**config.mk**
```make
export PLATFORM = sky130hd
export DESIGN_NAME = hygrometer_top
export DESIGN_NICKNAME = d
export VERILOG_FILES = /design/src/link_pkg.sv /design/src/sensor_pkg.sv /design/src/sample_if.sv /design/src/bin_to_bcd.sv /design/src/hygrometer_top.sv /design/src/i2c_sensor_reader.sv /design/src/report_formatter.sv /design/src/uart_tx.sv
export SDC_FILE = /design/constraint.sdc
export NUM_CORES = 1
export LEC_CHECK = 0
export BUFFER_PORTS_ARGS = -buffer_cell sky130_fd_sc_hd__buf_2
export CORE_MARGIN = 1
export CORE_UTILIZATION = 30
export DETAILED_ROUTE_END_ITERATION = 7
export REMOVE_ABC_BUFFERS = 1
export SYNTH_ARGS = -nofsm -noshare
export SYNTH_HDL_FRONTEND = slang
export SYNTH_SLANG_ARGS = --single-unit
```
**constraint.sdc**
```tcl
create_clock -name clock -period 3.6 [get_ports clock]
set_input_delay 0.18 -clock clock [delete_from_list [all_inputs] [get_ports clock]]
set_output_delay 0.18 -clock clock [all_outputs]
set_load 0.02 [all_outputs]
```
**src/link_pkg.sv**
```systemverilog
/* ascii character type, report line layout and i2c phases */
package link_pkg;

	typedef logic [7:0] ascii_t;

	// normal and error line lengths, cr lf included
	localparam int line_length = 16;
	localparam int error_line_length = 11;
	localparam int sequence_digits = 5;

	localparam ascii_t char_zero = 8'h30;
	localparam ascii_t char_space = 8'h20;
	localparam ascii_t char_plus = 8'h2b;
	localparam ascii_t char_minus = 8'h2d;
	localparam ascii_t char_e = 8'h45;
	localparam ascii_t char_r = 8'h52;
	localparam ascii_t char_cr = 8'h0d;
	localparam ascii_t char_lf = 8'h0a;

	// sequencer states, each one stepped in quarter bits
	typedef enum logic [2:0] {
		phase_idle, phase_start, phase_address, phase_address_ack,
		phase_data, phase_data_ack, phase_stop
	} i2c_phase_t;

endpackage

```
**src/sensor_pkg.sv**
```systemverilog
/* sensor frame layout, status codes and scaling constants
   for the humidity and temperature sensor */
package sensor_pkg;

	// two-bit status field at the top of the frame
	typedef enum logic [1:0] {
		status_normal     = 2'b00,
		status_stale      = 2'b01,
		status_command    = 2'b10,
		status_diagnostic = 2'b11
	} sensor_status_t;

	// field view, msb first as it comes off the bus
	typedef struct packed {
		sensor_status_t status;
		logic [13:0]    humidity;
		logic [13:0]    temperature;
		logic [1:0]     unused;
	} sensor_fields_t;

	// same 32 bits seen as bytes or as fields
	typedef union packed {
		logic [3:0][7:0] bytes;
		sensor_fields_t  fields;
	} sensor_frame_u;

	// raw * 100 >> 14 gives percent
	localparam int humidity_shift = 14;
	// subtracted from the approximate temperature sum
	localparam logic [7:0] temp_offset = 8'd40;

endpackage

```
**src/sample_if.sv**
```systemverilog
/* four-phase req/ack link carrying one sensor frame */
`timescale 1ns/100ps

interface sample_if;
	// formatter asks for a reading
	logic req;
	// reader has finished the bus transaction
	logic ack;
	sensor_pkg::sensor_frame_u frame;
	// address was refused, frame not valid
	logic nacked;

	modport reader (input req, output ack, output frame, output nacked);
	modport formatter (output req, input ack, input frame, input nacked);
endinterface

```
**src/bin_to_bcd.sv**
```systemverilog
/* sequential double dabble, binary to packed bcd */
`timescale 1ns/100ps

module bin_to_bcd #(
	parameter int bcd_bits = 16,
	parameter int bcd_digits = 5
) (
	input  logic clock,
	input  logic uart_resetb,
	input  logic start,
	input  logic [bcd_bits-1:0] binary,
	output logic done,
	output logic [4*bcd_digits-1:0] bcd
);
	localparam int count_bits = $clog2(bcd_bits + 1);

	logic [bcd_bits-1:0] shift_bin;
	logic [4*bcd_digits-1:0] adjusted;
	logic [count_bits-1:0] count;
	logic busy;

	// add three to every digit of five or more
	always_comb begin
		for (int i = 0; i < bcd_digits; i++) begin
			adjusted[4*i +: 4] = (bcd[4*i +: 4] >= 4'd5) ?
				bcd[4*i +: 4] + 4'd3 : bcd[4*i +: 4];
		end
	end

	// one input bit per cycle, msb first
	always_ff @(posedge clock) begin
		if (start) begin
			shift_bin <= binary;
			bcd <= '0;
		end else if (busy) begin
			bcd <= {adjusted[4*bcd_digits-2:0], shift_bin[bcd_bits-1]};
			shift_bin <= shift_bin << 1;
		end
	end

	always_ff @(posedge clock) begin
		if (!uart_resetb) begin
			busy <= 1'b0;
			done <= 1'b0;
			count <= '0;
		end else begin
			done <= 1'b0;
			if (start) begin
				count <= count_bits'(bcd_bits);
				busy <= 1'b1;
			end else if (busy) begin
				count <= count - 1'b1;
				// last shift lands now, so done comes next cycle
				if (count == count_bits'(1)) begin
					busy <= 1'b0;
					done <= 1'b1;
				end
			end
		end
	end
endmodule

```
**src/hygrometer_top.sv**
```systemverilog
/* hygrometer top: i2c reader, report formatter, uart transmitter */
`timescale 1ns/100ps

module hygrometer_top #(
	parameter logic [6:0] sensor_address = 7'h27,
	parameter int i2c_quarter_clocks = 32,
	parameter int clocks_per_bit = 104,
	parameter int bcd_bits = 16,
	parameter int bcd_digits = 5
) (
	input  logic clock,
	input  logic uart_resetb,
	output logic scl,
	output logic sda_out,
	output logic sda_oe,
	input  logic sda_in,
	output logic tx,
	output logic sensor_fault
);
	// byte link to the transmitter
	logic tx_req;
	logic tx_ack;
	link_pkg::ascii_t tx_char;

	sample_if smp_link ();

	i2c_sensor_reader #(
		.sensor_address(sensor_address),
		.i2c_quarter_clocks(i2c_quarter_clocks)
	) i_i2c_sensor_reader (
		.clock(clock), .uart_resetb(uart_resetb), .scl(scl), .sda_out(sda_out),
		.sda_oe(sda_oe), .sda_in(sda_in), .smp(smp_link.reader)
	);

	report_formatter #(.bcd_bits(bcd_bits), .bcd_digits(bcd_digits)) i_report_formatter (
		.clock(clock), .uart_resetb(uart_resetb), .smp(smp_link.formatter),
		.tx_req(tx_req), .tx_ack(tx_ack), .tx_char(tx_char), .sensor_fault(sensor_fault)
	);

	uart_tx #(.clocks_per_bit(clocks_per_bit)) i_uart_tx (
		.clock(clock), .uart_resetb(uart_resetb), .tx_req(tx_req),
		.tx_ack(tx_ack), .tx_char(tx_char), .tx(tx)
	);
endmodule

```
**src/i2c_sensor_reader.sv**
```systemverilog
/* i2c master: measurement request, then four-byte frame read */
`timescale 1ns/100ps

module i2c_sensor_reader #(
	parameter logic [6:0] sensor_address = 7'h27,
	parameter int i2c_quarter_clocks = 32
) (
	input  logic clock,
	input  logic uart_resetb,
	output logic scl,
	output logic sda_out,
	output logic sda_oe,
	input  logic sda_in,
	sample_if.reader smp
);
	localparam int timer_bits = $clog2(i2c_quarter_clocks);

	link_pkg::i2c_phase_t phase;
	logic [timer_bits-1:0] timer;
	logic [1:0] quarter;
	logic quarter_tick;
	logic [2:0] bit_count;
	logic [1:0] byte_count;
	// second address pass is the read
	logic read_mode;
	// stop after the write, then start again
	logic restart;
	logic sda_drive;
	logic [7:0] address_byte;
	logic [7:0] shift_byte;
	sensor_pkg::sensor_frame_u frame_r;
	logic ack_r;
	logic nacked_r;

	assign quarter_tick = (timer == timer_bits'(i2c_quarter_clocks - 1));
	assign address_byte = {sensor_address, read_mode};

	// scl high in idle and start, else high in quarters 2 and 3
	assign scl = (phase == link_pkg::phase_idle || phase == link_pkg::phase_start) ?
		1'b1 : quarter[1];
	// open drain, only ever pull low
	assign sda_out = 1'b0;
	assign sda_oe = sda_drive;

	assign smp.ack = ack_r;
	assign smp.nacked = nacked_r;
	assign smp.frame = frame_r;

	always_ff @(posedge clock) begin
		if (!uart_resetb) begin
			phase <= link_pkg::phase_idle;
			timer <= '0;
			quarter <= '0;
			bit_count <= '0;
			byte_count <= '0;
			read_mode <= 1'b0;
			restart <= 1'b0;
			sda_drive <= 1'b0;
			ack_r <= 1'b0;
			nacked_r <= 1'b0;
		end else if (phase == link_pkg::phase_idle) begin
			timer <= '0;
			quarter <= '0;
			if (ack_r && !smp.req) begin
				ack_r <= 1'b0;
			end else if (smp.req && !ack_r) begin
				phase <= link_pkg::phase_start;
				read_mode <= 1'b0;
				restart <= 1'b0;
				nacked_r <= 1'b0;
			end
		end else if (quarter_tick) begin
			timer <= '0;
			quarter <= quarter + 2'd1;
			case (phase)
				link_pkg::phase_start: begin
					// sda falls with scl high
					if (quarter == 2'd1)
						sda_drive <= 1'b1;
					if (quarter == 2'd3) begin
						phase <= link_pkg::phase_address;
						bit_count <= 3'd7;
					end
				end
				link_pkg::phase_address: begin
					// data moves only while scl is low
					if (quarter == 2'd0)
						sda_drive <= ~address_byte[bit_count];
					if (quarter == 2'd3) begin
						if (bit_count == 3'd0)
							phase <= link_pkg::phase_address_ack;
						else
							bit_count <= bit_count - 3'd1;
					end
				end
				link_pkg::phase_address_ack: begin
					if (quarter == 2'd0)
						sda_drive <= 1'b0;
					// sampled mid high, released line means refusal
					if (quarter == 2'd2)
						nacked_r <= sda_in;
					if (quarter == 2'd3) begin
						if (nacked_r) begin
							phase <= link_pkg::phase_stop;
						end else if (read_mode) begin
							phase <= link_pkg::phase_data;
							bit_count <= 3'd7;
							byte_count <= 2'd0;
						end else begin
							restart <= 1'b1;
							phase <= link_pkg::phase_stop;
						end
					end
				end
				link_pkg::phase_data: begin
					if (quarter == 2'd0)
						sda_drive <= 1'b0;
					if (quarter == 2'd2)
						shift_byte <= {shift_byte[6:0], sda_in};
					if (quarter == 2'd3) begin
						if (bit_count == 3'd0)
							phase <= link_pkg::phase_data_ack;
						else
							bit_count <= bit_count - 3'd1;
					end
				end
				link_pkg::phase_data_ack: begin
					// ack bytes 0 to 2, leave the last one unacked
					if (quarter == 2'd0) begin
						sda_drive <= (byte_count != 2'd3);
						frame_r.bytes[2'd3 - byte_count] <= shift_byte;
					end
					if (quarter == 2'd3) begin
						if (byte_count == 2'd3) begin
							phase <= link_pkg::phase_stop;
						end else begin
							byte_count <= byte_count + 2'd1;
							bit_count <= 3'd7;
							phase <= link_pkg::phase_data;
						end
					end
				end
				link_pkg::phase_stop: begin
					if (quarter == 2'd0)
						sda_drive <= 1'b1;
					// sda rises with scl high
					if (quarter == 2'd2)
						sda_drive <= 1'b0;
					if (quarter == 2'd3) begin
						if (restart) begin
							restart <= 1'b0;
							read_mode <= 1'b1;
							phase <= link_pkg::phase_start;
						end else begin
							phase <= link_pkg::phase_idle;
							ack_r <= 1'b1;
						end
					end
				end
				default: phase <= link_pkg::phase_idle;
			endcase
		end else begin
			timer <= timer + 1'b1;
		end
	end
endmodule

```
**src/report_formatter.sv**
```systemverilog
/* sample fetch, scaling, bcd conversion and ascii line output */
`timescale 1ns/100ps

module report_formatter #(
	parameter int bcd_bits = 16,
	parameter int bcd_digits = 5
) (
	input  logic clock,
	input  logic uart_resetb,
	sample_if.formatter smp,
	output logic tx_req,
	input  logic tx_ack,
	output link_pkg::ascii_t tx_char,
	output logic sensor_fault
);
	typedef enum logic [1:0] {st_request, st_convert, st_send} state_t;

	state_t state;
	sensor_pkg::sensor_frame_u frame_r;
	logic [15:0] seq_count;
	logic [1:0] conv_index;
	logic conv_start;
	logic conv_done;
	logic [bcd_bits-1:0] conv_binary;
	logic [4*bcd_digits-1:0] conv_bcd;
	logic [4*bcd_digits-1:0] seq_digits;
	logic [11:0] hum_digits;
	logic [11:0] temp_digits;
	logic [3:0] char_index;
	logic last_char;
	logic [13:0] raw_hum;
	logic [13:0] raw_temp;
	logic [20:0] hum_product;
	logic [6:0] hum_percent;
	logic [7:0] temp_sum;
	logic [7:0] temp_mag;
	logic temp_negative;

	function automatic link_pkg::ascii_t digit_char(input logic [3:0] digit);
		return link_pkg::char_zero + link_pkg::ascii_t'(digit);
	endfunction

	assign raw_hum = frame_r.fields.humidity;
	assign raw_temp = frame_r.fields.temperature;
	// times 100 as 64 + 32 + 4
	assign hum_product = {1'b0, raw_hum, 6'b0} + {2'b0, raw_hum, 5'b0} + {5'b0, raw_hum, 2'b0};
	assign hum_percent = 7'(hum_product >> sensor_pkg::humidity_shift);
	// roughly raw / 100, minus the offset
	assign temp_sum = {1'b0, raw_temp[13:7]} + {3'b0, raw_temp[13:9]};
	assign temp_negative = temp_sum < sensor_pkg::temp_offset;
	assign temp_mag = temp_negative ? sensor_pkg::temp_offset - temp_sum :
		temp_sum - sensor_pkg::temp_offset;

	// one converter, three values in turn
	always_comb begin
		case (conv_index)
			2'd0: conv_binary = bcd_bits'(seq_count);
			2'd1: conv_binary = bcd_bits'(hum_percent);
			default: conv_binary = bcd_bits'(temp_mag);
		endcase
	end

	bin_to_bcd #(.bcd_bits(bcd_bits), .bcd_digits(bcd_digits)) i_bin_to_bcd (
		.clock(clock), .uart_resetb(uart_resetb), .start(conv_start),
		.binary(conv_binary), .done(conv_done), .bcd(conv_bcd)
	);

	assign last_char = (char_index == (sensor_fault ? 4'(link_pkg::error_line_length - 1) :
		4'(link_pkg::line_length - 1)));

	// character at the current line position
	always_comb begin
		tx_char = link_pkg::char_lf;
		if (char_index < 4'(link_pkg::sequence_digits)) begin
			tx_char = digit_char(seq_digits[4*(link_pkg::sequence_digits - 1 - char_index) +: 4]);
		end else if (sensor_fault) begin
			case (char_index)
				4'd5: tx_char = link_pkg::char_space;
				4'd6: tx_char = link_pkg::char_e;
				4'd7, 4'd8: tx_char = link_pkg::char_r;
				4'd9: tx_char = link_pkg::char_cr;
				default: tx_char = link_pkg::char_lf;
			endcase
		end else begin
			case (char_index)
				4'd5, 4'd9: tx_char = link_pkg::char_space;
				4'd6: tx_char = digit_char(hum_digits[11:8]);
				4'd7: tx_char = digit_char(hum_digits[7:4]);
				4'd8: tx_char = digit_char(hum_digits[3:0]);
				4'd10: tx_char = temp_negative ? link_pkg::char_minus : link_pkg::char_plus;
				4'd11: tx_char = digit_char(temp_digits[11:8]);
				4'd12: tx_char = digit_char(temp_digits[7:4]);
				4'd13: tx_char = digit_char(temp_digits[3:0]);
				4'd14: tx_char = link_pkg::char_cr;
				default: tx_char = link_pkg::char_lf;
			endcase
		end
	end

	// captured sample and stored digits
	always_ff @(posedge clock) begin
		if (state == st_request && smp.req && smp.ack)
			frame_r <= smp.frame;
		if (conv_done) begin
			case (conv_index)
				2'd0: seq_digits <= conv_bcd;
				2'd1: hum_digits <= conv_bcd[11:0];
				default: temp_digits <= conv_bcd[11:0];
			endcase
		end
	end

	always_ff @(posedge clock) begin
		if (!uart_resetb) begin
			state <= st_request;
			smp.req <= 1'b0;
			tx_req <= 1'b0;
			seq_count <= '0;
			conv_index <= '0;
			conv_start <= 1'b0;
			char_index <= '0;
			sensor_fault <= 1'b0;
		end else begin
			conv_start <= 1'b0;
			case (state)
				st_request: begin
					if (!smp.req && !smp.ack)
						smp.req <= 1'b1;
					if (smp.req && smp.ack) begin
						smp.req <= 1'b0;
						sensor_fault <= smp.nacked;
						conv_index <= 2'd0;
						conv_start <= 1'b1;
						state <= st_convert;
					end
				end
				st_convert: begin
					// error lines need only the sequence number
					if (conv_done) begin
						if (conv_index == 2'd2 || sensor_fault) begin
							char_index <= '0;
							state <= st_send;
						end else begin
							conv_index <= conv_index + 2'd1;
							conv_start <= 1'b1;
						end
					end
				end
				default: begin
					if (!tx_req && !tx_ack)
						tx_req <= 1'b1;
					if (tx_req && tx_ack) begin
						tx_req <= 1'b0;
						if (last_char) begin
							seq_count <= seq_count + 16'd1;
							state <= st_request;
						end else begin
							char_index <= char_index + 4'd1;
						end
					end
				end
			endcase
		end
	end
endmodule

```
**src/uart_tx.sv**
```systemverilog
/* 8n1 serial transmitter, req/ack byte input */
`timescale 1ns/100ps

module uart_tx #(
	parameter int clocks_per_bit = 104
) (
	input  logic clock,
	input  logic uart_resetb,
	input  logic tx_req,
	output logic tx_ack,
	input  link_pkg::ascii_t tx_char,
	output logic tx
);
	localparam int timer_bits = $clog2(clocks_per_bit);

	logic [timer_bits-1:0] timer;
	logic [3:0] bit_count;
	logic active;
	// stop, data lsb first, start
	logic [9:0] shift_reg;

	// line idles high
	assign tx = active ? shift_reg[0] : 1'b1;

	always_ff @(posedge clock) begin
		if (!active && !tx_ack && tx_req)
			shift_reg <= {1'b1, tx_char, 1'b0};
		else if (active && timer == timer_bits'(clocks_per_bit - 1))
			shift_reg <= {1'b1, shift_reg[9:1]};
	end

	always_ff @(posedge clock) begin
		if (!uart_resetb) begin
			active <= 1'b0;
			tx_ack <= 1'b0;
			timer <= '0;
			bit_count <= '0;
		end else if (active) begin
			if (timer == timer_bits'(clocks_per_bit - 1)) begin
				timer <= '0;
				// frame ends after the stop bit
				if (bit_count == 4'd9)
					active <= 1'b0;
				else
					bit_count <= bit_count + 4'd1;
			end else begin
				timer <= timer + 1'b1;
			end
		end else if (tx_ack) begin
			// hold ack until the request is gone
			if (!tx_req)
				tx_ack <= 1'b0;
		end else if (tx_req) begin
			active <= 1'b1;
			tx_ack <= 1'b1;
			timer <= '0;
			bit_count <= '0;
		end
	end
endmodule
```
# Yosys cells after proc, flatten, opt, wreduce, memory -nomap -nowiden

Cells that the tools add are included.

Bits in writable memories: 0
Latch bits: 0
Memory bits (read-only): 0
Memories kept: 0
Register bits: 227
Word-level logic and storage cells: 352

Muxes and demuxes: 130
Bitwise gates (word level): 7
Eq/ne operators: 64
Shifts and indexed selects: 1
$mul: 0
Reduce and logical (&&, ||, !) cells: 75
Div/mod/pow operators: 0
$add $sub $neg: 29
Magnitude comparators: 10

Operators by type and width:

| cell                | number |
|---|---|
| $mux 3              | 24 |
| $pmux 8 s9          | 1 |
| $mux 4              | 13 |
| $add 6x4->7 const A | 7 |
| $mux 1              | 49 |
| $ne 2x2->1 const B  | 17 |
| $shiftx 20x33->4    | 1 |
| $bwmux 32           | 1 |
| $eq 4x4->1 const B  | 8 |
| $mux 16             | 2 |
| $mux 8              | 4 |
| $pmux 16 s2         | 1 |
| $mux 2              | 15 |
| $reduce_and 5->1    | 6 |
| $mux 7              | 4 |
| $pmux 7 s4          | 1 |
| $reduce_bool 2->1   | 14 |
| $ne 3x1->1 const B  | 8 |
| $reduce_and 8->1    | 3 |
| $reduce_and 11->1   | 2 |
| $add 20x19->21      | 1 |
| $add 21x16->21      | 1 |
| $ge 4x3->1 const B  | 5 |
| $mux 9              | 2 |
| 56 further kinds    | 126 |

# Depth between registers and ports, before layout

Word-level depth: 7
Depth in mapped cells: 11

# Hierarchy

Synthesis repeated with hierarchy kept, for this count alone.

Cell total of the unflattened synthesis: 1,024
Area total of the unflattened synthesis: 11,215.8 µm²

By module, submodules not included:

| module            | times used | cells an instance | seq. area each (µm²) | area each (µm²) |
|---|---|---|---|---|
| report_formatter  | 1          | 503               | 2,512.4              | 5,400.2 |
| i2c_sensor_reader | 1          | 204               | 1,601.5              | 2,536.2 |
| bin_to_bcd        | 1          | 211               | 1,021.0              | 2,192.1 |
| uart_tx           | 1          | 106               | 520.5                | 1,087.3 |

# Worst setup path before layout

OpenSTA, ideal clock, no wires.

Path kind: register to register
From: reg i_report_formatter.frame_r[11] (netlist bit)
To: reg i_report_formatter.i_bin_to_bcd.shift_bin[1], data pin
Data required time: 3.339 ns
Data arrival time: 2.651 ns
Cell stages (with the launch flop): 10
Setup slack: 0.688 ns
Period minus slack after synthesis: 2.912 ns
Buffers on the path: 0
Cells stage by stage: edfxtp_1 -> ha_1 -> fa_1 -> a211o_1 -> and3_1 -> o22a_1 -> o32a_1 -> mux2_2 -> a221oi_1 -> nor2_1

Word-level cells in the longest chain between the ends: 5
Elaborated cells between the ends (all ways): 7
Those cells by class: add/sub (3); order compare (1); mux (3)

Ends and longest elaborated chain:

| element                             | RTL line                | text |
|---|---|---|
| start: declaration                  | report_formatter.sv:19  | `sensor_pkg::sensor_frame_u frame_r;` |
| start signal: assignment            | report_formatter.sv:103 | `frame_r <= smp.frame;` |
| $add 7x5->8 (*)                     | report_formatter.sv:49  | `assign temp_sum = {1'b0, raw_temp[13:7]} + {3'b0, raw_temp[13:9]};` |
| $sub 8x6->8 (tied with other cells) | report_formatter.sv:52  | `temp_sum - sensor_pkg::temp_offset;` |
| $mux 8 (*)                          | report_formatter.sv:51  | `assign temp_mag = temp_negative ? sensor_pkg::temp_offset - temp_sum :` |
| $pmux 16 s2 (*)                     | report_formatter.sv:56  | `case (conv_index)` |
| $mux 16 (*)                         | bin_to_bcd.sv:32        | `if (start) begin` |
| end signal: assignment              | bin_to_bcd.sv:33        | `shift_bin <= binary;` |
| end signal: assignment              | bin_to_bcd.sv:37        | `shift_bin <= shift_bin << 1;` |
| end: declaration                    | bin_to_bcd.sv:17        | `logic [bcd_bits-1:0] shift_bin;` |

Mark *: on every way between the ends. The rest lies on a longest branch, timed or not.
A chain may end at the register's enable or synchronous reset.

# Worst setup path in the final report

From: reg i_report_formatter.frame_r[11] (netlist bit)
To: reg i_uart_tx.shift_reg[3], data pin

Word-level cells in the longest chain between the ends: 7

Ends and longest elaborated chain:

| element                | RTL line               | text |
|---|---|---|
| $add 7x5->8            | report_formatter.sv:49 |  |
| $lt 8x6->1             | report_formatter.sv:50 | `assign temp_negative = temp_sum < sensor_pkg::temp_offset;` |
| $mux 3                 | report_formatter.sv:90 | `4'd10: tx_char = temp_negative ? link_pkg::char_minus : link_pkg::char_plus;` |
| $pmux 8 s9             | report_formatter.sv:85 | `case (char_index)` |
| $mux 8                 | report_formatter.sv:76 | `end else if (sensor_fault) begin` |
| $mux 8                 | report_formatter.sv:74 | `if (char_index < 4'(link_pkg::sequence_digits)) begin` |
| $mux 9                 | uart_tx.sv:26          | `if (!active && !tx_ack && tx_req)` |
| end signal: assignment | uart_tx.sv:27          | `shift_reg <= {1'b1, tx_char, 1'b0};` |
| end signal: assignment | uart_tx.sv:29          | `shift_reg <= {1'b1, shift_reg[9:1]};` |
| end: declaration       | uart_tx.sv:20          | `logic [9:0] shift_reg;` |

No other way between the ends.

==> summary.md <==
| Metric | Value |
|---|---|
| Final antenna-violating net count | 0 |
| NetSw | between 0.001 and 0.0015 W |
| Wirelength per Cell | roughly 14 um |
| Root Driver | clkbuf_16 |
| Synthesized flop and latch total | just over 200 |
| Row count | around 70 |
| Clock share of power | 46.9% |
| Netlist cell types | 79 |
| Worst-path clk slew | 60 ps |
| Total grt overflow | 0 |
| Post-Syn Area per Cell | roughly 10 um2 |
| Pwr dens | about 430 nW/um2 |
| Switching portion of total power | a little over a fifth |
| Placed wire-length estimate | 14,500 um |
| H-tree lvl count | 1 |
| Synth Flop Type | edfxtp_1 |
| First-pass GRT wire length | around 35,000 um |
| CP bufs+invs | 0 |
| Core area | between 30,000 and 40,000 um2 |
| Mapped Cells | just over 1,000 |
| RSZ-0062 raised after global routing | false |
| Die H | about 190 um |
| Clk_lat worst skew | slightly above 500 ps |
| Cell Area, Synth | ~11,000 um2 |
| Crit. End Element | register |
| P_int | 0.00401 W |
| Ys async rst share | 0% |
| Post-synth EDFFs | 118 |
| Via density | approximately 4.8 |
| Register area share after synthesis | around half |
| Largest net degree at the start of global routing | 45 |
| Worst-path maximum fanout | 7 |
| Max Fclk | roughly 0.32 GHz |
| Crit-path max cell delay | between 500 and 600 ps |
| Period utilisation layout | between 80% and 90% |
| Setup violations, final | 0 |
| Combinational power share | under 10% |
| GRT Util Overall | roughly an eighth |
| Setup tns final | 0 ps |
| Slowest CP cell | o32ai_2 |
| Vias in the first global route | ~7,100 |
| Final net count | around 1,100 |
| Crit start category | register |
| Fin util | 34.2% |
| Most common cell after layout, fill and taps aside | edfxtp_1 |
| Leakage | between 4 and 5 nW |
| Vias | around 7,300 |
| Worst-margin pin slew | between 900 and 1000 ps |
| Max cap viols | 0 |
| Worst IR Drop VDD | roughly 0.40 mV |
| CP top delay family | compound AO/OA/AOI/OAI gates |
| Initial Utilization | between 30% and 40% |
| Seq pwr share | about 50% |
| Antenna fix cells | 0 |
| Initial antenna violation count | 0 |
| Worst Path Required | roughly 3900 ps |
| DRT iter0 DRCs | 367 |
| Total CTS buffers | 23 |
| Number of port buffers | 6 |
| Final Hold Viols | 0 |
| # clock sinks | around 210 |
| Ys Warns | 0 |
| Final Skew | around 8 ps |
| Worst Path Class, Setup | reg -> reg |
| Status | finished, final reports clean |
| DR pass1 iterations | 4 |
| Critical path cell sequence | ha_1, fa_1, a211o_1, and3_1, o22a_1, o32ai_2, o21ai_0, a221o_1 |
| Commonest cells after routing, fill and taps aside | edfxtp_1, nor2_1, nand2_1 |
| DR DRC count | 0 |
| Hold crit path type | in -> reg |
| Minimum clock period | 3170 ps |
| Final Slew Violations | 0 |
| Share of layout cells above drive strength 1 | roughly 7.2% |
| Die ar. | 36,000 um2 |
| Gpl congestion | 0.849 |
| # IOs | 8 |
| Clk buf depth | 3 |
| Area Growth Syn to Fin | 12.0% |
| Total Wirelength | 20,900 um |
| Rel. slew slack | 38.9% |
| Worst Path Arrival | approximately 3400 ps |
| Die W | around 190 um |
| CTS tree | yes |
## cells by family after synthesis
| logic type | synth area share (%) |
|---|---|
| flip-flops | 50.3 |
| other | 0.0354 |
| adder cells (fa/ha/maj) | 9.76 |
| buffers and inverters | 4.16 |
| AO/OA/AOI/OAI | 13.7 |
| multiplexers | 2.42 |
| XOR/XNOR | 3.31 |
| AND/OR/NAND/NOR | 16.4 |
## layout make-up
class                           count  area (um2)
Sequential cell                   207        5330
Multi-Input combinational cell    723        4820
Clock buffer                       26         628
Clock inverter                     16         175
Timing Repair Buffer               13        85.1
Inverter                           68         255
Tap cell                          455         569
Fill cell                        3472       22800
## cell usage after synthesis, drive strengths merged (5+ instances only)
library cell / count / area share (%)
nand3b: 10 / 0.71
dfxtp: 89 / 17
and2: 11 / 0.65
or3: 11 / 0.65
o21bai: 6 / 0.43
a21oi: 78 / 3.7
mux2i: 14 / 1.3
nand3: 38 / 1.8
a221oi: 5 / 0.41
buf: 6 / 0.32
edfxtp: 118 / 33
xor2: 23 / 1.9
clkbuf: 35 / 1.4
or2: 9 / 0.53
inv: 66 / 2.3
o21ai: 70 / 3.3
and3: 13 / 0.83
nand2: 89 / 3.2
nor2: 107 / 3.8
nor3: 20 / 0.95
ha: 65 / 7.7
a211oi: 6 / 0.54
a22oi: 8 / 0.57
a31oi: 8 / 0.47
nor2b: 8 / 0.47
nand2b: 13 / 0.77
nand4: 10 / 0.73
fa: 11 / 2.1
a311oi: 6 / 0.50
xnor2: 17 / 1.4
## through the flow
stage	cell area, um2	power [W]	std cells	setup WS, ps	hold WS, ps
2_1_floorplan	10400	0.00273	998	688	279
3_3_place_gp	11000	0.00277	1465	567	408
3_5_place_dp	11000	0.00278	1465	419	405
4_1_cts	11900	0.00521	1508	421	66.0
5_1_grt	11900	0.00532	1508	285	90.5
6_report	11900	0.00514	1508	432	86.4
## layer usage
| metal | GRT usage [%] | vias to the layer above | routed length, um | part of all wire, % |
|---|---|---|---|---|
| met2 | 19.0 | 91 | 9460 | 45 |
| met5 | 0 | - | 0 | 0 |
| met1 | 16.5 | 3478 | 10400 | 50 |
| met3 | 1.83 | 24 | 710 | 3.4 |
| met4 | 3.01 | 0 | 349 | 1.7 |
| li1 | - | 3711 | - | - |
## power groups by stage
stage                     registers (W)  clock network [W]  logic, W
after CTS                       0.00257            0.00248  0.000157
after detailed placement        0.00262                  0  0.000154
after global routing            0.00258            0.00256  0.000180
final                           0.00257            0.00241  0.000156
after floorplan                 0.00260                  0  0.000123
after global placement          0.00262                  0  0.000148
## worst register-to-register path, stage by stage (launching register included)
cell and delay [ps]:
edfxtp_1 390, ha_1 240, fa_1 420, a211o_1 320, and3_1 220, o22a_1 270, o32ai_2 540, o21ai_0 200
a221o_1 320
## what timing repair did
item	CTS	global route
gates resized for setup	0	0
buffers inserted	0	0
hold buffers	1	0
hold endpoints to repair	1	0
## worst paths after layout
kind / from / to / slack, ps / cells past startpoint
setup reg to reg: i_report_formatter.frame_r[11] / i_uart_tx.shift_reg[3] / 430 / 8
hold / removal: uart_resetb / i_i2c_sensor_reader.bit_count[2] / 90 / 2
hold reg to reg: i_i2c_sensor_reader.smp.frame[27] / i_report_formatter.frame_r[27] / 410 / 0
setup / recovery: i_report_formatter.frame_r[11] / i_uart_tx.shift_reg[3] / 430 / 8
Power figures use the tool's default switching activity.
